==> src/logic/dotp_pkg.sv <==
`default_nettype none

package dotp_pkg;

	// q8.8 elements.
	localparam int data_w = 16;
	localparam int frac_w = 8;

	typedef logic signed [data_w-1:0] elem_t;

	localparam elem_t max_val = 16'h7fff;
	localparam elem_t min_val = 16'h8000;

	localparam int axi_addr_w = 12;
	localparam int axi_data_w = 32;

	localparam logic [axi_addr_w-1:0] reg_ctrl = 12'h000;
	localparam logic [axi_addr_w-1:0] reg_status = 12'h004;
	localparam logic [axi_addr_w-1:0] reg_result = 12'h008;
	localparam logic [axi_addr_w-1:0] vec_base = 12'h100;
	localparam logic [axi_addr_w-1:0] mat_base = 12'h200;

	localparam logic [1:0] resp_okay = 2'b00;
	localparam logic [1:0] resp_slverr = 2'b10;

endpackage

`default_nettype wire

==> src/logic/lane_mul.sv <==
`default_nettype none

module lane_mul (
	input wire clk,
	input wire reset,
	input wire dotp_pkg::elem_t a,
	input wire dotp_pkg::elem_t b,
	input wire in_valid,
	output dotp_pkg::elem_t prod,
	output logic prod_valid
);

	logic signed [2*dotp_pkg::data_w-1:0] full;
	logic signed [2*dotp_pkg::data_w-1:0] scaled;
	logic overflow;

	assign full = a * b;
	// arithmetic shift rounds toward minus infinity.
	assign scaled = full >>> dotp_pkg::frac_w;
	assign overflow = scaled[2*dotp_pkg::data_w-1:dotp_pkg::data_w-1] !=
		{(dotp_pkg::data_w + 1){scaled[2*dotp_pkg::data_w-1]}};

	always_ff @(posedge clk) begin
		if (!reset)
			prod_valid <= 1'b0;
		else
			prod_valid <= in_valid;
	end

	always_ff @(posedge clk) begin
		if (in_valid) begin
			if (!overflow)
				prod <= scaled[dotp_pkg::data_w-1:0];
			else if (scaled[2*dotp_pkg::data_w-1])
				prod <= dotp_pkg::min_val;
			else
				prod <= dotp_pkg::max_val;
		end
	end

endmodule

`default_nettype wire

==> config.mk <==
export PLATFORM = sky130hd
export DESIGN_NAME = lane_mul
export DESIGN_NICKNAME = d
export VERILOG_FILES = /design/src/logic/dotp_pkg.sv /design/src/logic/lane_mul.sv
export SDC_FILE = /design/constraint.sdc
export NUM_CORES = 1
export LEC_CHECK = 0
export ABC_AREA = 1
export BUFFER_PORTS_ARGS = -buffer_cell sky130_fd_sc_hd__clkbuf_2
export CORE_ASPECT_RATIO = 0.6
export CORE_MARGIN = 10
export CORE_UTILIZATION = 30
export DETAILED_ROUTE_END_ITERATION = 12
export GPL_TIMING_DRIVEN = 0
export SYNTH_ARGS = -nofsm -noshare
export SYNTH_HDL_FRONTEND = slang
export SYNTH_SLANG_ARGS = --single-unit
==> constraint.sdc <==
create_clock -name clk -period 13.7 [get_ports clk]
set_input_delay 2.055 -clock clk [delete_from_list [all_inputs] [get_ports clk]]
set_output_delay 2.055 -clock clk [all_outputs]
set_load 0.03 [all_outputs]
# --- Word level (Yosys, flattened, before mapping) ---
# Index checks and enable logic that the tools add are counted.
totals:
  output_inout_bits: 17
  inputBits: 35
  ff_bits: 17
op_classes:
  n_mul: 1
  n_mux: 2
  eq_ne: 1
ops:
  columns: ["op", "count"]
  rows:
  - ["multiplier 16 x 16 -> 32 bit", 1]
  - ["two-way mux 16 bit", 2]
  - ["inequality test 8 bit", 1]

# --- Depth between registers and ports, before layout ---
depth:
  word_depth: 3
  depth_mapped: 34
  mapped_depth_nobuf: 31

# --- Worst setup path before layout ---
# Ideal clock, no wire load.
synth_path:
  path_kind: "input-to-reg"
  start: "input b[5]"
  end: "register prod[10] (data pin)"
  arrival_ns: 7.857
  path_stages: 30
  setup_time_ns: 0.252
  t_required_ns: 13.448
  path_slack_ns: 5.590
  cell_sequence: "clkbuf_1 clkbuf_1 nand2_1 fa_1 inv_1 fa_1 inv_1 fa_1 fa_1 inv_1 fa_1 inv_1 fa_1 inv_1 ha_1 a21oi_1 nor2_1 o21ai_0 nand2_1 a21oi_1 nand2_1 nand2_1 nand2_1 nor2_1 nand3_2 nand2_4 nand2_4 nand2_4 buf_12 nand2_1"
synth_via:
  elab_chain_cells: 3
  word_cells_on_any_way: 4
synth_rtl:
  columns: ["element", "line", "text"]
  rows:
  - ["from (decl)", "lane_mul.sv:7", "input wire dotp_pkg::elem_t b,"]
  - ["multiplier 16 x 16 -> 32 bit *", "lane_mul.sv:17", "assign full = a * b;"]
  - ["inequality test 8 bit / two-way mux 16 bit (equally long branches)", "lane_mul.sv:20, lane_mul.sv:34", null]
  - ["two-way mux 16 bit *", "lane_mul.sv:32", "if (!overflow)"]
  - ["to (signal assigned)", "lane_mul.sv:33", "prod <= scaled[dotp_pkg::data_w-1:0];"]
  - ["to (signal assigned)", "lane_mul.sv:35", "prod <= dotp_pkg::min_val;"]
  - ["to (signal assigned)", "lane_mul.sv:37", "prod <= dotp_pkg::max_val;"]
  - ["to (decl)", "lane_mul.sv:9", "output dotp_pkg::elem_t prod,"]
# Mark *: on every way between the ends. The rest lies on a longest branch, timed or not.
# A chain may end at the register's enable or synchronous reset.

# --- Worst setup path after layout ---
layout_path:
  start: "input b[5]"
  end: "register prod[13] (data pin)"
# The elaborated chain is that of the path after synthesis.

==> summary.txt <==
Status: finished, final reports clean
Crit. End Element: flop
Area fraction of the dominant cell type after synthesis: 0.447
Synth warn: 0
Avg Vias per Cell: 4.43
Final WL: 31.4 mm
GPL Wtd Cong: 0.945
Post-synth EDFFs: 16
Post-CTS Setup Inserts: 0
Iteration-0 DRC Markers: 805
Sink Count: 17
Yosys reg bits: 17
Syn nets: 1911
Final HPWL DP: 28.4 mm
Primary FF master, synth: edfxtp_1
Type of origin of the critical path: input port
H-tree levels: 1
Hold Startpoint: reset
Final Cycle Share: 0.672
Syn_area_per_cell: 7.61 sq um
Post-synthesis cell count: 1536
Mapped Area: 0.0117 sq mm
Max-slew violations: 0
Global Route Usage Sum: 0.138
Row count: 55
Leading area contributor after synthesis: fa_1
Initial core utilization: 0.307
Fmax: 109 MHz
GRT overflow: 0
Number of CTS-inserted buffers: 3
Antenna violations before repair: 0
Hold Fails Final Rpt: 0
Asr flop ratio synth: 0
Final setup TNS: 0 ps
CTS tree: yes
N_diodes: 0
Number of global-route vias before repair: 9651
Chip Height: 173 um
Sequential area share after synthesis: 0.0428
Die ar.: 0.0475 sq mm
Hold depth: 3
First-pass GRT wire length: 52.5 mm
Largest cells by area after synthesis: fa_1, inv_1, nand2_1
Clock Path Buffers: 2
Layout area overhead: 7.28%
HP Class: in2reg
Share of layout cells above drive strength 1: 0.0613
Slowest stage delay, CP: 780 ps
Cell mode on critical path: fa_1
Worst-path fanout max: 10
Fill cells: 4074
Cell with the most instances after synthesis: inv_1
Critical Path RT: 13700 ps
Destination of the critical timing path: prod[13]
Yosys cell types: 43
I/O Buffers: 26
Root buffer cell: clkbuf_16
Drt first pass iters: 5
Least-Margin Pin Slew: 773 ps
Ports: 52
ANT nets after route: 0
Clk pin slew, worst setup/hold paths: 50 ps
CP arrival: 9210 ps
Drt drc: 0
DR WL/cell: 15.1 um
Largest net degree at the start of global routing: 18
Crit-path slowest cell: fa_1
Setup violators final: 0
Max_cap viols: 0
Nets@finish: 1942
Routed vias: 9207
Synth cell count leaders: inv_1, nand2_1, fa_1
Core ar.: 0.0381 sq mm
Hold_buf cts: 0
Max_slew headroom: 0.485
Critical path origin: b[5]
CP Class: in2reg
Die width: 275 um
RSZ-0062 raised after global routing: no
Post-CTS resize count: 0
Min cycle time layout: 9210 ps
==> critical path: cells and delay by family <==
family | cells | cell delay [ps]
adder cells (fa/ha/maj) | 7 | 3700
AO/OA/AOI/OAI | 1 | 270
buffers and inverters | 9 | 1450
AND/OR/NAND/NOR | 13 | 1690
==> metrics by stage <==
stage / area [sq um] / std cells / hold WS [ps] / utilization / setup slack (ps)
5_1_grt: 12500 / 2079 / 1990 / 0.329 / 4050
3_3_place_gp: 12500 / 2075 / 2240 / 0.327 / 4480
2_1_floorplan: 11700 / 1536 / 2150 / - / 5590
3_5_place_dp: 12500 / 2075 / 2240 / 0.327 / 4390
6_report: 12500 / 2079 / 1990 / 0.329 / 4490
4_1_cts: 12500 / 2079 / 1990 / 0.329 / 4640
==> logic make-up after synthesis <==
logic type,Yosys count,share of synthesized area
and+or+nand+nor,571,0.208
xor gates and xnor gates,26,0.0201
buffers and inverters,540,0.177
DFF,17,0.0428
AOI/OAI and AO/OA,42,0.0208
adders and majority gates,340,0.532
==> registers in the layout (all words and copies together), names as in the netlist <==
name and count:
prod 16, prod_valid 1
==> per-layer routing <==
| metal | global-route usage | vias to the layer above | wire length (um) |
|---|---|---|---|
| met5 | 0 | - | 0 |
| met4 | 0.00363 | 0 | 67 |
| met3 | 0.0382 | 10 | 3280 |
| met2 | 0.193 | 316 | 12300 |
| met1 | 0.215 | 4531 | 15800 |
| li1 | - | 4350 | - |
==> area by class of cell <==
| type | instances | area (sq um) | area share |
|---|---|---|---|
| Sequential cell | 17 | 500 | 0.0399 |
| Multi-Input combinational cell | 979 | 9120 | 0.728 |
| Tap cell | 513 | 642 | 0.0512 |
| Clock buffer | 4 | 78.8 | 0.00629 |
| Inverter | 480 | 1800 | 0.144 |
| Timing Repair Buffer | 26 | 130 | 0.0104 |
| Buffer | 60 | 262 | 0.0209 |
==> cell usage in the layout, fill, tap and decap left out, types with 2 or more instances in the layout <==
cell type / Yosys / final
nand2_4: 4 / 4
clkbuf_16: 0 / 3
or2_2: 5 / 5
o21bai_1: 4 / 4
inv_2: 7 / 7
nand3_2: 3 / 3
fa_1: 261 / 261
nor3_1: 2 / 2
buf_4: 3 / 3
nand2_2: 17 / 17
nor2_2: 12 / 12
clkbuf_1: 53 / 54
nand4_1: 6 / 6
ha_1: 79 / 79
o21ai_1: 2 / 2
nor2_4: 4 / 4
inv_1: 473 / 473
a21oi_2: 2 / 2
xnor2_1: 11 / 11
xor2_1: 14 / 14
clkbuf_2: 1 / 27
a31oi_1: 3 / 3
o21ai_0: 7 / 7
nor3_2: 2 / 2
nand2_1: 430 / 430
a21oi_1: 20 / 20
nor2_1: 46 / 46
edfxtp_1: 16 / 16
nand3_1: 34 / 34
==> worst min path at each step <==
stage	end	slack (ps)
after floorplan	prod_valid	2150
after global placement	prod_valid	2240
after detailed placement	prod_valid	2240
after CTS	prod_valid	1990
after global routing	prod_valid	1990
final	prod_valid	1990
Power is left out: the tool's default activity adds up to more than one toggle a clock period on the data nets, which glitch-free logic cannot reach.
