[config.mk]
export PLATFORM = sky130hd
export DESIGN_NAME = adder_tree
export DESIGN_NICKNAME = d
export VERILOG_FILES = /design/src/logic/dotp_pkg.sv /design/src/logic/adder_tree.sv
export SDC_FILE = /design/constraint.sdc
export NUM_CORES = 1
export LEC_CHECK = 0
export ABC_AREA = 0
export BUFFER_PORTS_ARGS = -buffer_cell sky130_fd_sc_hd__clkbuf_2
export CAP_MARGIN = 20
export CELL_PAD_IN_SITES_DETAIL_PLACEMENT = 1
export CELL_PAD_IN_SITES_GLOBAL_PLACEMENT = 1
export CORE_UTILIZATION = 45
export DETAILED_ROUTE_END_ITERATION = 6
export HOLD_SLACK_MARGIN = 0.03
export PLACE_DENSITY_LB_ADDON = 0.1
export SLEW_MARGIN = 20
export SYNTH_ARGS = -nofsm -noshare
export SYNTH_HDL_FRONTEND = slang
export SYNTH_SLANG_ARGS = --single-unit
[constraint.sdc]
create_clock -name clk -period 3.6 [get_ports clk]
set_input_delay 0.18 -clock clk [delete_from_list [all_inputs] [get_ports clk]]
set_output_delay 0.18 -clock clk [all_outputs]
set_load 0.02 [all_outputs]
[src/logic/dotp_pkg.sv]
`default_nettype none

package dotp_pkg;

	// q8.8 elements.
	localparam int data_w = 16;
	localparam int frac_w = 8;

	typedef logic signed [data_w-1:0] elem_t;

	localparam elem_t max_val = 16'h7fff;
	localparam elem_t min_val = 16'h8000;

	localparam int axi_addr_w = 12;
	localparam int axi_data_w = 32;

	localparam logic [axi_addr_w-1:0] reg_ctrl = 12'h000;
	localparam logic [axi_addr_w-1:0] reg_status = 12'h004;
	localparam logic [axi_addr_w-1:0] reg_result = 12'h008;
	localparam logic [axi_addr_w-1:0] vec_base = 12'h100;
	localparam logic [axi_addr_w-1:0] mat_base = 12'h200;

	localparam logic [1:0] resp_okay = 2'b00;
	localparam logic [1:0] resp_slverr = 2'b10;

endpackage

`default_nettype wire

[src/logic/adder_tree.sv]
`default_nettype none

module adder_tree #(
	parameter int LANES = 32
) (
	input wire clk,
	input wire reset,
	input wire dotp_pkg::elem_t [LANES-1:0] prod,
	input wire in_valid,
	output dotp_pkg::elem_t sum,
	output logic sum_valid
);

	localparam int levels = $clog2(LANES);

	// all tree nodes, leaves first, then each level in turn. root is last.
	wire dotp_pkg::elem_t [2*LANES-2:0] node;
	logic [levels-1:0] vld;

	function automatic dotp_pkg::elem_t sat_add(input dotp_pkg::elem_t x,
		input dotp_pkg::elem_t y);
		logic signed [dotp_pkg::data_w:0] s;
		s = x + y;
		if (s[dotp_pkg::data_w] != s[dotp_pkg::data_w-1])
			return s[dotp_pkg::data_w] ? dotp_pkg::min_val : dotp_pkg::max_val;
		return s[dotp_pkg::data_w-1:0];
	endfunction

	assign node[LANES-1:0] = prod;

	for (genvar l = 0; l < levels; l++) begin : g_level
		localparam int n = LANES >> (l + 1);
		localparam int in_base = 2*LANES - ((2*LANES) >> l);
		localparam int out_base = in_base + 2*n;

		dotp_pkg::elem_t [n-1:0] q;

		// neighbours 2k and 2k+1.
		always_ff @(posedge clk) begin
			for (int k = 0; k < n; k++) begin
				q[k] <= sat_add(node[in_base + 2*k], node[in_base + 2*k + 1]);
			end
		end

		assign node[out_base +: n] = q;
	end

	always_ff @(posedge clk) begin
		if (!reset)
			vld <= '0;
		else
			vld <= (vld << 1) | levels'(in_valid);
	end

	assign sum = node[2*LANES-2];
	assign sum_valid = vld[levels-1];

endmodule

`default_nettype wire

Word-level counts from Yosys, hierarchy flattened
Cells that the tools add are included.

Add/sub/neg operators: 31. Eq/ne operators: 31. Mux-type cells: 124. Bitwise logic cells: 1.

Operators with widths (number): 2-to-1 mux 16 bit (93); adder 16 x 16 -> 17 bit (31); 2-to-1 mux 1 bit (31); != test 1 bit (31); OR 5 x 1 -> 5 bit (1).

Bits in registers: 501. Input bits: 515. Logic and storage cells: 219.

Logic depth before layout (Yosys ltp)
Depth in word-level cells: 4. Gate-level depth with buffers: 12.

Least setup slack after synthesis
Ideal clock, no wire load.

Kind: register to register. Start point: register g_level[0].q[97] in the netlist's numbering. End point: register g_level[1].q[52] in the netlist's numbering. Setup time: 0.121 ns. Arrival time: 2.477 ns. Required time: 3.479 ns. Slack: 1.002 ns. Cell stages (with the launch flop): 11. Path through: dfxtp_1 ha_1 a211oi_2 o21bai_1 a2111oi_2 nor3_1 o41ai_2 buf_4 inv_4 maj3_2 mux2_2.

Word-level cells in the longest chain between the ends: 4. Elaborated cells on any way between the ends: 6. Those cells by class: 1 x add/sub; 1 x eq/ne; 4 x mux.

Ends and longest elaborated chain: from (decl) (line adder_tree.sv:36) `dotp_pkg::elem_t [n-1:0] q;`; from (signal, indexed assignment) (line adder_tree.sv:41) `q[k] <= sat_add(node[in_base + 2*k], node[in_base + 2*k + 1]);`; adder 16 x 16 -> 17 bit * (line adder_tree.sv:23) `s = x + y;`; 2-to-1 mux 16 bit or != test 1 bit (tied branches) (line adder_tree.sv:25, adder_tree.sv:24); 2-to-1 mux 16 bit or 2-to-1 mux 1 bit (tied branches) (line adder_tree.sv:24) `if (s[dotp_pkg::data_w] != s[dotp_pkg::data_w-1])`; 2-to-1 mux 16 bit * (line adder_tree.sv:26) `return s[dotp_pkg::data_w-1:0];`; to (signal, indexed assignment) (line adder_tree.sv:41); to (decl) (line adder_tree.sv:36).

Mark *: on every way between the ends. The rest lies on a longest branch, timed or not. The select of a mux whose other input is x is not followed. A chain may end at the register's enable or synchronous reset.

Worst setup path after layout
Start point: register g_level[1].q[80] in the netlist's numbering. End point: register g_level[2].q[39] in the netlist's numbering.

Word-level cells in the longest chain between the ends: 4. Elaborated cells on any way between the ends: 6. Those cells by class: 1 x add/sub; 1 x eq/ne; 4 x mux.

Ends and longest elaborated chain (line): adder 16 x 16 -> 17 bit * (adder_tree.sv:23); 2-to-1 mux 16 bit or != test 1 bit (tied branches) (adder_tree.sv:25, adder_tree.sv:24); 2-to-1 mux 16 bit or 2-to-1 mux 1 bit (tied branches) (adder_tree.sv:24); 2-to-1 mux 16 bit * (adder_tree.sv:26); to (signal, indexed assignment) (adder_tree.sv:41); to (decl) (adder_tree.sv:36).

Marked as above.

==> impl_metrics.json <==
{
  "worst_clock_skew_ps": 23.0,
  "status": "completed",
  "layout.nets": 6773,
  "clockPowerShare_pct": 13.5,
  "yosysWarnings": 0,
  "grt_max_degree": 32,
  "holdWs_ps": 44.8,
  "clock_latency_ps": 630,
  "antenna_found_initial": 1,
  "maxCapViolCount": 0,
  "arrival_ps": 3710,
  "crit_type": "register to register",
  "ys.flop_type": "dfxtp_1",
  "grt_pass1_wl_um": 204000,
  "cts_root_buf": "clkbuf_16",
  "power_density_nw_per_um2": 933,
  "synth_cells": 5253,
  "dpl.hpwl_um": 102000,
  "antenna_left": 0,
  "viasPerCell": 5.75,
  "io_pins": 532,
  "pre_cts_ws_ps": 428,
  "relSlewSlack_pct": 37.3,
  "multiInputGateArea_um2": 30700,
  "tightest_slew_ps": 941,
  "fin_ws_ps": 410,
  "cts_sinks": 501,
  "cpPeakStageDelay_ps": 480,
  "cp_cell_sequence": "ha_1 -> inv_1 -> fa_1 -> nor2b_1 -> o21a_1 -> o21ai_0 -> a211oi_1 -> o21a_1 -> a2bb2oi_1 -> nand2_1 -> o21ai_0",
  "drive_gt1_share_pct": 12.7,
  "fill_cells": 11600,
  "chipWidth_um": 309,
  "grtUsageTotal_pct": 25.5,
  "hp-class": "input port to register",
  "rsz0062_at_grt": "no",
  "finalCritPeriodShare_pct": 88.6,
  "synth_seq_cells": 501,
  "p_int_uw": 23900,
  "vias": 40400,
  "yosysTopAreaCell": "dfxtp_1",
  "crit_path_max_fanout": 14,
  "clk_pin_slew_ps": 60,
  "drc": 0,
  "cts_tree": "done",
  "synthTopCellsByArea": "dfxtp_1, ha_1, a21oi_1",
  "max-vdd-ir-drop_uv": 523,
  "synth_edf_count": 0,
  "num_rows": 112,
  "gr-total-overflow": 0,
  "seq_power_share_pct": 20.1,
  "cp_num_buf_inv": 1,
  "h-tree-depth": 2,
  "p_leak_uw": 0.0211,
  "synthDominantCellAreaShare_pct": 23.6,
  "syn_to_final_growth_pct": 14.2,
  "numPortBuffers": 531,
  "num_antenna_cells": 0,
  "firstDrtPassIters": 5,
  "numCtsBuffers": 56,
  "routed_wl_um": 126000,
  "startpoint_type": "register",
  "worstSetupEndpointType": "register",
  "maxSlewViolCount": 0,
  "max_freq_mhz": 313,
  "setup_viol": 0,
  "fin_util_pct": 51.9,
  "max-clock-path-buffers": 3,
  "switching_share_pct": 47.2,
  "synth.distinct_cells": 97,
  "dr.first_iter.drc_count": 1831,
  "core_area_um2": 93300,
  "synth.avg_cell_area_um2": 8.08,
  "cpMaxStageDelayCell": "a2bb2oi_1",
  "async_flop_share_pct": 0,
  "worstPathRequired_ps": 4120,
  "tns_ps": 0,
  "period_needed_ps": 3190,
  "synth_fp_nets": 6295,
  "switching_power_uw": 21300,
  "start_util_pct": 45.4,
  "grt_pass1_vias": 40800,
  "gp_congestion": 0.899,
  "finalHoldViolations": 0,
  "cpLargestDelayFamily": "compound AO/OA/AOI/OAI gates",
  "wl_per_cell_um": 17.9,
  "die_h_um": 309,
  "regArea_um2": 10000,
  "dieArea_um2": 95500,
  "cts_resized": 0,
  "syn_area_um2": 42400,
  "p_comb_share_pct": 66.4,
  "ys_seq_area_share_pct": 23.6,
  "power.total_uw": 45200
}
==> worst min-delay path: stages <==
cell,delay [ps]
clkbuf_2,110
ha_1,160
a21oi_1,50
nor2_1,110
==> layout by cell type (no fill, tap or decap), drive strengths merged, types with 27 or more instances in the layout <==
| cell type | count |
|---|---|
| nor2b | 74 |
| nand2b | 60 |
| buf | 34 |
| nand3 | 80 |
| dlygate4sd3 | 27 |
| o21bai | 51 |
| and3 | 41 |
| nor2 | 367 |
| o22ai | 31 |
| nand2 | 363 |
| or3 | 34 |
| ha | 496 |
| a21oi | 598 |
| o32a | 28 |
| o21a | 184 |
| a31oi | 134 |
| a211oi | 138 |
| clkbuf | 602 |
| dfxtp | 501 |
| o211ai | 65 |
| nor3 | 111 |
| xor2 | 143 |
| xnor2 | 225 |
| mux2i | 34 |
| fa | 31 |
| o21ai | 387 |
| maj3 | 115 |
| o31a | 35 |
| a21o | 120 |
| inv | 257 |
==> stage by stage <==
stage | instance area (µm²) | std cells
2_1_floorplan | 42400 | 5253
3_3_place_gp | 46200 | 6900
3_5_place_dp | 46200 | 6900
4_1_cts | 48400 | 7030
5_1_grt | 48400 | 7030
6_report | 48400 | 7030
==> repair_timing <==
item / 4_1_cts / 5_1_grt
hold buffers: 27 / 0
setup buffers: 0 / 0
hold endpoints to repair: 19 / 0
==> Yosys cell counts, types with 133 or more instances <==
master,instances
nor2_1,367
inv_1,253
dfxtp_1,501
clkbuf_1,141
o21ai_0,364
ha_1,496
xor2_1,143
o21a_1,184
nand2_1,361
xnor2_1,225
a21oi_1,598
a211oi_1,133
==> flip-flops by register name, indices dropped and copies added (netlist names) <==
name and count:
vld 5, sum 16, g_level.q 480
==> layer usage <==
metal	share of wire, %	vias up	track usage (%)
met5	0.0095	-	0
met4	2.4	2	6.52
met3	2.3	173	2.05
met2	50	553	46.9
met1	45	19300	31.9
li1	-	20400	-
==> final timing paths <==
check,from,to,slack (ps),cells past startpoint
setup / recovery,g_level[1].q[80]$_DFF_P_,g_level[2].q[39]$_DFF_P_,410,11
hold / removal,prod[256],g_level[0].q[128]$_DFF_P_,40,4
setup reg to reg,g_level[1].q[80]$_DFF_P_,g_level[2].q[39]$_DFF_P_,410,11
hold reg to reg,vld[1]$_SDFF_PN0_,vld[2]$_SDFF_PN0_,440,1
==> cell type report <==
| class | instances | share of cell area (%) |
|---|---|---|
| clock buffer | 71 | 3.20 |
| sequential | 501 | 20.7 |
| inverter | 263 | 2.04 |
| clock inverter | 32 | 0.847 |
| multi-input combinational | 4317 | 63.4 |
| timing repair buffer | 592 | 6.57 |
| tap | 1254 | 3.24 |
==> power by group through the flow <==
stage,logic [µW],clock network [µW],registers (µW)
final,30000,6080,9090
after global routing,33400,6460,9230
after CTS,30000,6240,9130
after detailed placement,29600,0,9210
after global placement,28900,0,9190
after floorplan,22600,0,8620
==> cell families after synthesis <==
| group | after synthesis | synth area share, % |
|---|---|---|
| buffers and inverters | 435 | 3.97 |
| flip-flops | 501 | 23.6 |
| adder cells (fa/ha/maj) | 642 | 18.8 |
| multiplexers | 39 | 0.935 |
| AND/OR/NAND/NOR | 1234 | 13.5 |
| XOR/XNOR | 368 | 7.60 |
| AO/OA/AOI/OAI | 2034 | 31.5 |
Power figures use the tool's default switching activity.
