File: src/logic/dotp_pkg.sv
`default_nettype none

package dotp_pkg;

	// q8.8 elements.
	localparam int data_w = 16;
	localparam int frac_w = 8;

	typedef logic signed [data_w-1:0] elem_t;

	localparam elem_t max_val = 16'h7fff;
	localparam elem_t min_val = 16'h8000;

	localparam int axi_addr_w = 12;
	localparam int axi_data_w = 32;

	localparam logic [axi_addr_w-1:0] reg_ctrl = 12'h000;
	localparam logic [axi_addr_w-1:0] reg_status = 12'h004;
	localparam logic [axi_addr_w-1:0] reg_result = 12'h008;
	localparam logic [axi_addr_w-1:0] vec_base = 12'h100;
	localparam logic [axi_addr_w-1:0] mat_base = 12'h200;

	localparam logic [1:0] resp_okay = 2'b00;
	localparam logic [1:0] resp_slverr = 2'b10;

endpackage

`default_nettype wire

File: src/logic/dotp_regs.sv
`default_nettype none

module dotp_regs #(
	parameter int LANES = 32
) (
	input wire clk,
	input wire reset,
	input wire [dotp_pkg::axi_addr_w-1:0] awaddr,
	input wire awvalid,
	output logic awready,
	input wire [dotp_pkg::axi_data_w-1:0] wdata,
	input wire wvalid,
	output logic wready,
	output logic [1:0] bresp,
	output logic bvalid,
	input wire bready,
	input wire [dotp_pkg::axi_addr_w-1:0] araddr,
	input wire arvalid,
	output logic arready,
	output logic [dotp_pkg::axi_data_w-1:0] rdata,
	output logic [1:0] rresp,
	output logic rvalid,
	input wire rready,
	output dotp_pkg::elem_t [LANES-1:0] vec,
	output dotp_pkg::elem_t [LANES-1:0] mat,
	output logic op_valid,
	input wire dotp_pkg::elem_t sum,
	input wire sum_valid
);

	localparam int idx_w = $clog2(LANES);

	logic wr_fire;
	logic rd_fire;
	logic wr_ctrl;
	logic wr_vec;
	logic wr_mat;
	logic start;
	logic busy;
	logic done;
	dotp_pkg::elem_t result;
	logic [idx_w-1:0] wr_idx;
	logic [idx_w-1:0] rd_idx;
	logic [dotp_pkg::axi_data_w-1:0] rd_data;
	logic [1:0] rd_resp;

	// word aligned and inside the element window at base.
	function automatic logic in_window(input logic [dotp_pkg::axi_addr_w-1:0] addr,
		input logic [dotp_pkg::axi_addr_w-1:0] base);
		return addr[1:0] == 2'b00 &&
			addr[dotp_pkg::axi_addr_w-1:idx_w+2] == base[dotp_pkg::axi_addr_w-1:idx_w+2];
	endfunction

	function automatic logic [dotp_pkg::axi_data_w-1:0] sext(input dotp_pkg::elem_t x);
		return {{(dotp_pkg::axi_data_w - dotp_pkg::data_w){x[dotp_pkg::data_w-1]}}, x};
	endfunction

	if (LANES < 2 || LANES > 64 || (LANES & (LANES - 1)) != 0) begin : g_lanes_check
		$error("dotp_regs: LANES must be a power of two from 2 to 64");
	end

	// one write in flight, held off while the response waits.
	assign wr_fire = awvalid && wvalid && !bvalid;
	assign awready = wr_fire;
	assign wready = wr_fire;
	assign rd_fire = arvalid && !rvalid;
	assign arready = rd_fire;

	assign wr_ctrl = awaddr == dotp_pkg::reg_ctrl;
	assign wr_vec = in_window(awaddr, dotp_pkg::vec_base);
	assign wr_mat = in_window(awaddr, dotp_pkg::mat_base);
	assign wr_idx = awaddr[idx_w+1:2];
	assign rd_idx = araddr[idx_w+1:2];

	// busy rises a cycle after the pulse, so op_valid counts as busy too.
	assign start = wr_fire && wr_ctrl && wdata[0] && !busy && !op_valid;

	always_ff @(posedge clk) begin
		if (!reset)
			bvalid <= 1'b0;
		else if (wr_fire)
			bvalid <= 1'b1;
		else if (bready)
			bvalid <= 1'b0;
	end

	always_ff @(posedge clk) begin
		if (wr_fire)
			bresp <= (wr_ctrl || wr_vec || wr_mat) ? dotp_pkg::resp_okay : dotp_pkg::resp_slverr;
	end

	always_ff @(posedge clk) begin
		if (!reset) begin
			vec <= '0;
			mat <= '0;
		end else if (wr_fire) begin
			if (wr_vec)
				vec[wr_idx] <= wdata[dotp_pkg::data_w-1:0];
			if (wr_mat)
				mat[wr_idx] <= wdata[dotp_pkg::data_w-1:0];
		end
	end

	always_ff @(posedge clk) begin
		if (!reset) begin
			op_valid <= 1'b0;
			busy <= 1'b0;
			done <= 1'b0;
		end else begin
			op_valid <= start;
			if (start)
				done <= 1'b0;
			else if (sum_valid)
				done <= 1'b1;
			if (op_valid)
				busy <= 1'b1;
			else if (sum_valid)
				busy <= 1'b0;
		end
	end

	always_ff @(posedge clk) begin
		if (!reset)
			result <= '0;
		else if (sum_valid)
			result <= sum;
	end

	// ctrl reads back as zero.
	always_comb begin
		rd_data = '0;
		rd_resp = dotp_pkg::resp_okay;
		if (in_window(araddr, dotp_pkg::vec_base))
			rd_data = sext(vec[rd_idx]);
		else if (in_window(araddr, dotp_pkg::mat_base))
			rd_data = sext(mat[rd_idx]);
		else if (araddr == dotp_pkg::reg_status)
			rd_data[1:0] = {done, busy || op_valid};
		else if (araddr == dotp_pkg::reg_result)
			rd_data = sext(result);
		else if (araddr != dotp_pkg::reg_ctrl)
			rd_resp = dotp_pkg::resp_slverr;
	end

	always_ff @(posedge clk) begin
		if (!reset)
			rvalid <= 1'b0;
		else if (rd_fire)
			rvalid <= 1'b1;
		else if (rready)
			rvalid <= 1'b0;
	end

	always_ff @(posedge clk) begin
		if (rd_fire) begin
			rdata <= rd_data;
			rresp <= rd_resp;
		end
	end

endmodule

`default_nettype wire

File: config.mk
export PLATFORM = sky130hd
export DESIGN_NAME = dotp_regs
export DESIGN_NICKNAME = d
export VERILOG_FILES = /design/src/logic/dotp_pkg.sv /design/src/logic/dotp_regs.sv
export SDC_FILE = /design/constraint.sdc
export NUM_CORES = 2
export LEC_CHECK = 0
export BUFFER_PORTS_ARGS = -buffer_cell sky130_fd_sc_hd__buf_2
export CAP_MARGIN = 5
export CORE_AREA = 2 2 448 450
export DETAILED_ROUTE_END_ITERATION = 8
export DIE_AREA = 0 0 450 452
export SLEW_MARGIN = 20
export SYNTH_ARGS = -nofsm -noshare
export SYNTH_HDL_FRONTEND = slang
export SYNTH_SLANG_ARGS = --single-unit
export TNS_END_PERCENT = 100
File: constraint.sdc
create_clock -name clk -period 2.5 [get_ports clk]
set_input_delay 0.25 -clock clk [delete_from_list [all_inputs] [get_ports clk]]
set_output_delay 0.25 -clock clk [all_outputs]
set_load 0.05 [all_outputs]
# Yosys cells after proc, flatten, opt, wreduce, memory -nomap -nowiden
# Cells that the tools add are included.
# word_totals
register_bits	1081
in_bits	80
out_inout_bits	1066
word_cells	134
# op_classes
n_lt_le_gt_ge	3
eq_ne	6
muxes	21
n_bitwise	1
reduce_logical	30
# ops
cell	n
$bwmux 512	2
$bmux 16 s5	2
$mux 32	3
$demux 16 s5	1
$mux 16	3
$mux 30	1
$eq 12x3->1 const B	1
$eq 12x4->1 const B	1
$logic_and 1x1->1	12
$logic_not 12->1	1
$lt 5x6->1 const B	2
$reduce_bool 12->1	1
$eq 5x2->1 const B	2
$eq 5x3->1 const B	2
$mux 1	6
$mux 2	3
$reduce_bool 2->1	3
$ge 5x1->1 const B	1
$logic_not 1->1	4
$logic_not 2->1	2
$reduce_and 2->1	2
$reduce_or 4->1	1
$logic_or 1x1->1	3
$reduce_or 2->1	1
$not 1->1	1

# Depth between registers and ports, before layout
# logic_depth
word_depth	7
depth_mapped	10
mapped_depth_nobuf	5

# Worst setup path after synthesis
# Ideal clock, no wire load.
# synth_timing
path_kind	input-to-reg
from	in araddr[3] (netlist name)
to	reg rdata[13] (netlist name), data pin
setup_ps	264
t_arrival_ps	2297
required_ps	2236
slack_ps	-62
cell_stages	7
path_buffers	3
path_cell_list	clkbuf_1 > clkbuf_1 > buf_2 > mux4_2 > mux4_2 > a22oi_1 > o21ai_0
# synth_via
elab_chain_cells	5
elab_cells_between_ends	10
classes_between	2 x eq/ne; 8 x mux
# synth_lines
item	line_no	source
start: declaration	dotp_regs.sv:17	input wire [dotp_pkg::axi_addr_w-1:0] araddr,
parallel branches: the longest is 4 deep, another holds $mux 32	n/a	
$mux 32 (*)	dotp_regs.sv:133	if (in_window(araddr, dotp_pkg::vec_base))
named net rd_data (one bit)	dotp_regs.sv:44	logic [dotp_pkg::axi_data_w-1:0] rd_data;
end signal: assignment	dotp_regs.sv:156	rdata <= rd_data;
end: declaration	dotp_regs.sv:20	output logic [dotp_pkg::axi_data_w-1:0] rdata,
# Mark *: on every way through the listed nets, which the timed path passes. The select of a mux whose other input is x is not followed.
# A chain may end at the register's enable or synchronous reset.

# Worst setup path in the final report
# layout_timing
from	reg mat[213] (netlist name)
to	reg rdata[5] (netlist name), data pin
# layout_via
elab_chain_cells	4
# layout_lines
item	line_no	source
start: declaration	dotp_regs.sv:25	output dotp_pkg::elem_t [LANES-1:0] mat,
start signal: indexed assignment	dotp_regs.sv:100	mat[wr_idx] <= wdata[dotp_pkg::data_w-1:0];
$bmux 16 s5	dotp_regs.sv:136	rd_data = sext(mat[rd_idx]);
$mux 16 (implied by the code)	dotp_regs.sv:136	
$mux 32	dotp_regs.sv:135	else if (in_window(araddr, dotp_pkg::mat_base))
$mux 32	dotp_regs.sv:133	
named net rd_data (one bit)	dotp_regs.sv:44	
# The timed path passes the listed nets, and every way through them passes these cells. The select of a mux whose other input is x is not followed.

==> summary.txt <==
Drt
  – 1st-iter DRT viols: 4570
  – DRC errors left: 0
  – Post-detailed-route count of antenna-violating nets: 0
  – Met1 WL: 102900 um
  – Final Routed Wirelength: 271000 um
  – Via-to-Cell Ratio: 5.044
  – Via Count: 42060
  – Met3 wire length: 22580 um
  – Iteration count of the initial detailed-routing pass: 6
  – Average routed wire per standard cell: 32.50 um
  – Highest signal layer in the routed design: met5
  – WL met2: 130100 um

Timing
  – Fin crit period: 2592 ps
  – Worst Slack Setup Final: -91.59 ps
  – Worst slew slack as a fraction of its limit: 0.2706
  – Fin Clk Skew: 28.82 ps
  – Final count of pins violating max slew: 0
  – Hold Fails Final Rpt: 0
  – Worst-Margin Slew: 1094 ps
  – RSZ-0062 raised after global routing: true
  – Final worst-path cycle share: 1.037
  – Timing-limited maximum frequency: 0.3859 GHz
  – Final setup violation count: 2

Hold path
  – Worst hold path depth: 6
  – HP Start: awaddr[8]
  – Worst min path class: in -> reg
  – End point of the most critical hold path: op_valid

Yosys
  – Cell types with the largest area share after synthesis: dfxtp_1 (45%), mux2i_1 (19%), mux4_2 (14%), nor2_1 (7.1%), nand2_1 (2.8%)
  – Post-synth EDFFs: 18
  – Distinct cell type count of the synthesized netlist: 55
  – Cell type with the largest total area after synthesis: dfxtp_1
  – Commonest cells in the netlist: dfxtp_1 (1045), mux2i_1 (902), nor2_1 (886), nand2_1 (344), mux4_2 (299)
  – Post-synthesis sequential area ratio: 0.4584
  – Area share of the largest cell type after synthesis: 0.4468
  – Most common flop cell mapped by yosys: dfxtp_1
  – Syn Area/Cell: 10.82 um^2
  – Async set-reset flop share out of synthesis: 0
  – Netlist Area Pre-Place: 46820 um^2
  – Most numerous cell in the Yosys netlist: dfxtp_1
  – Total number of yosys warnings: 0
  – Synth Instances: 4327
  – Flop and latch count out of synthesis: 1063

Layout
  – Layout cell share with drive strength beyond 1: 0.3714
  – Number of standard cells in the layout, taps in and fillers out: 8339
  – Number of nets at the end of the flow: 5645
  – Fin util: 0.3191
  – Area Growth Syn to Fin: 35.37%

Placed design
  – Final estimated routing congestion in global placement: 0.9786
  – HPWL after detailed placement: 209900 um
  – Input/output buffers: 1127
  – # placed instances: 8030

Global route
  – Global-route wire length before repair: 359600 um
  – Remaining global-route overflow: 0
  – Maximum number of pins on one net before global-route repair: 111
  – Global-route usage over all layers: 0.2555
  – Number of global-route vias before repair: 39670
  – Number of antenna violations at the first check in global routing: 39

Status
  – Status: finished, violations left
  – Failing checks: negative setup slack

Floorplanning
  – Row cnt: 164
  – Standard cell core area: 198600 um^2
  – Floorplan die height: 452 um
  – Total I/O pin count: 1146
  – DIE AREA: 203400 um^2
  – Starting density of the core: 0.2357
  – Die span in x: 450 um

Critical path
  – Element type at the critical path end: flip-flop
  – Crit Path Category: reg -> reg
  – R2R cell count: 5
  – Setup slack of the most critical reg-to-reg path: -90 ps
  – Worst r2r src: mat[213]
  – Endpoint of the most critical register-to-register path: rdata[5]
  – Endpoint arrival time on the critical path: 3150 ps
  – Crit path required time: 3060 ps
  – Top fanout value on the critical path: 3
  – Setup crit start kind: flip-flop

Clock tree
  – Number of H-tree levels: 4
  – Root buffer cell: clkbuf_16
  – Longest Clk Path Bufs: 3
  – Reg clk slew, reported paths: 60 ps
  – Clock tree from TritonCTS: done
  – Clock network latency to the later pin of the worst-skew pair: 810 ps
  – Number of sinks handled by clock tree synthesis: 1063
  – TritonCTS Buffers: 132

Flow run
  – Maximum capacitance violations: 0

Pwr
  – Peak supply drop: 608.2 uV
  – Leakage: 33.00 nW
  – Power density over cell area: 617.6 nW/um^2
-- per-stage QoR --
step | setup WS [ps] | TNS (ps) | hold WS, ps | total power [W] | area [um^2]
final | -91.59 | -93.75 | 166.0 | 0.03914 | 63380
after global routing | -49.90 | -100.1 | 135.7 | 0.04013 | 63350
after CTS | -116.1 | -208.5 | 88.07 | 0.03943 | 63310
after detailed placement | -863.3 | -7038 | 439.5 | 0.01963 | 58280
after global placement | -918.5 | -7138 | 432.2 | 0.01962 | 58280
after floorplan | 8.574 | 0 | 349.0 | 0.01860 | 46830
-- power breakdown --
| part | internal, W | switching [W] |
|---|---|---|
| Combinational | 0.000701 | 0.00157 |
| Clock | 0.0115 | 0.00831 |
| Sequential | 0.0170 | 0.0000421 |
| Total | 0.0292 | 0.00992 |
-- worst max-delay path, stage by stage (launching register included) --
cell and delay [ps]:
dfxtp_1 350, mux4_2 470, mux2_2 360, a222oi_1 870, buf_4 260, o21ai_2 50
-- cell usage in the layout, fill, tap and decap left out, types with 4 or more instances in the layout --
cell | Yosys | routed
buf_2 | 86 | 1105
dfxtp_1 | 1045 | 1033
mux2i_1 | 902 | 900
nor2_1 | 886 | 885
nand2_1 | 344 | 344
mux4_2 | 299 | 299
buf_4 | 48 | 253
a21oi_1 | 167 | 166
clkbuf_16 | 0 | 137
buf_12 | 0 | 134
dlygate4sd3_1 | 0 | 52
nand4_4 | 28 | 28
clkbuf_1 | 266 | 27
nand3_2 | 23 | 23
clkbuf_8 | 0 | 21
diode_2 | 0 | 20
nand3_1 | 20 | 20
edfxtp_1 | 18 | 18
a22oi_1 | 17 | 17
mux2_2 | 15 | 15
clkinv_2 | 0 | 14
nor2b_1 | 14 | 11
inv_6 | 0 | 11
and3_1 | 10 | 10
and2_1 | 8 | 8
o21ai_0 | 10 | 7
bufinv_16 | 0 | 7
dfxtp_2 | 0 | 7
o211ai_1 | 6 | 6
nand2b_1 | 5 | 5
a222oi_1 | 5 | 5
and3b_1 | 5 | 5
dfxtp_4 | 0 | 5
nand4_1 | 4 | 4
o21bai_1 | 5 | 4
a211oi_1 | 4 | 4
clkinvlp_4 | 0 | 4
-- timing repair --
item,4_1_cts,5_1_grt
setup buffers,6,0
pin swaps,5,1
hold endpoints to repair,314,0
hold buffers,52,0
resized for setup,22,6
setup endpoints to repair,6,3
-- cell type report --
cell class	count	area, um^2
inverter	4	23.77
clock inverter	47	613.1
clock buffer	185	3819
timing repair buffer	1547	10680
tap	2656	3323
antenna	20	50.05
multi-input combinational	2817	23380
fill	20410	135300
sequential	1063	21490
-- logic make-up after synthesis --
kind of cell / synth area share
AO/OA/AOI/OAI: 0.02745
buffers and inverters: 0.04399
flip-flops: 0.4584
multiplexers: 0.3403
other: 0.00008010
AND/OR/NAND/NOR: 0.1298
-- worst max-delay path by stage --
| stage | startpoint | to | cells after the start | slack, ps |
|---|---|---|---|---|
| CTS | mat[61] | rdata[13] | 7 | -120 |
| detailed placement | araddr[3] | rdata[5] | 10 | -860 |
| global route | mat[61] | rdata[13] | 7 | -50 |
| floorplan | araddr[2] | rdata[13] | 7 | 9 |
| global placement | araddr[3] | rdata[5] | 10 | -920 |
| finish | mat[213] | rdata[5] | 5 | -90 |
-- routing by layer --
metal  GRT usage  up-vias
met1      0.3058    21370
met3     0.05989      496
li1            -    17670
met2      0.4296     2525
met5           0        -
met4      0.1245        4
-- state kept, by name, indices dropped and copies added (netlist names) --
register,flops
bvalid,1
vec,512
rresp,1
busy,1
op_valid,1
done,1
rvalid,1
bresp,1
mat,512
result,16
rdata,16
(Power assumes the default switching activity.)
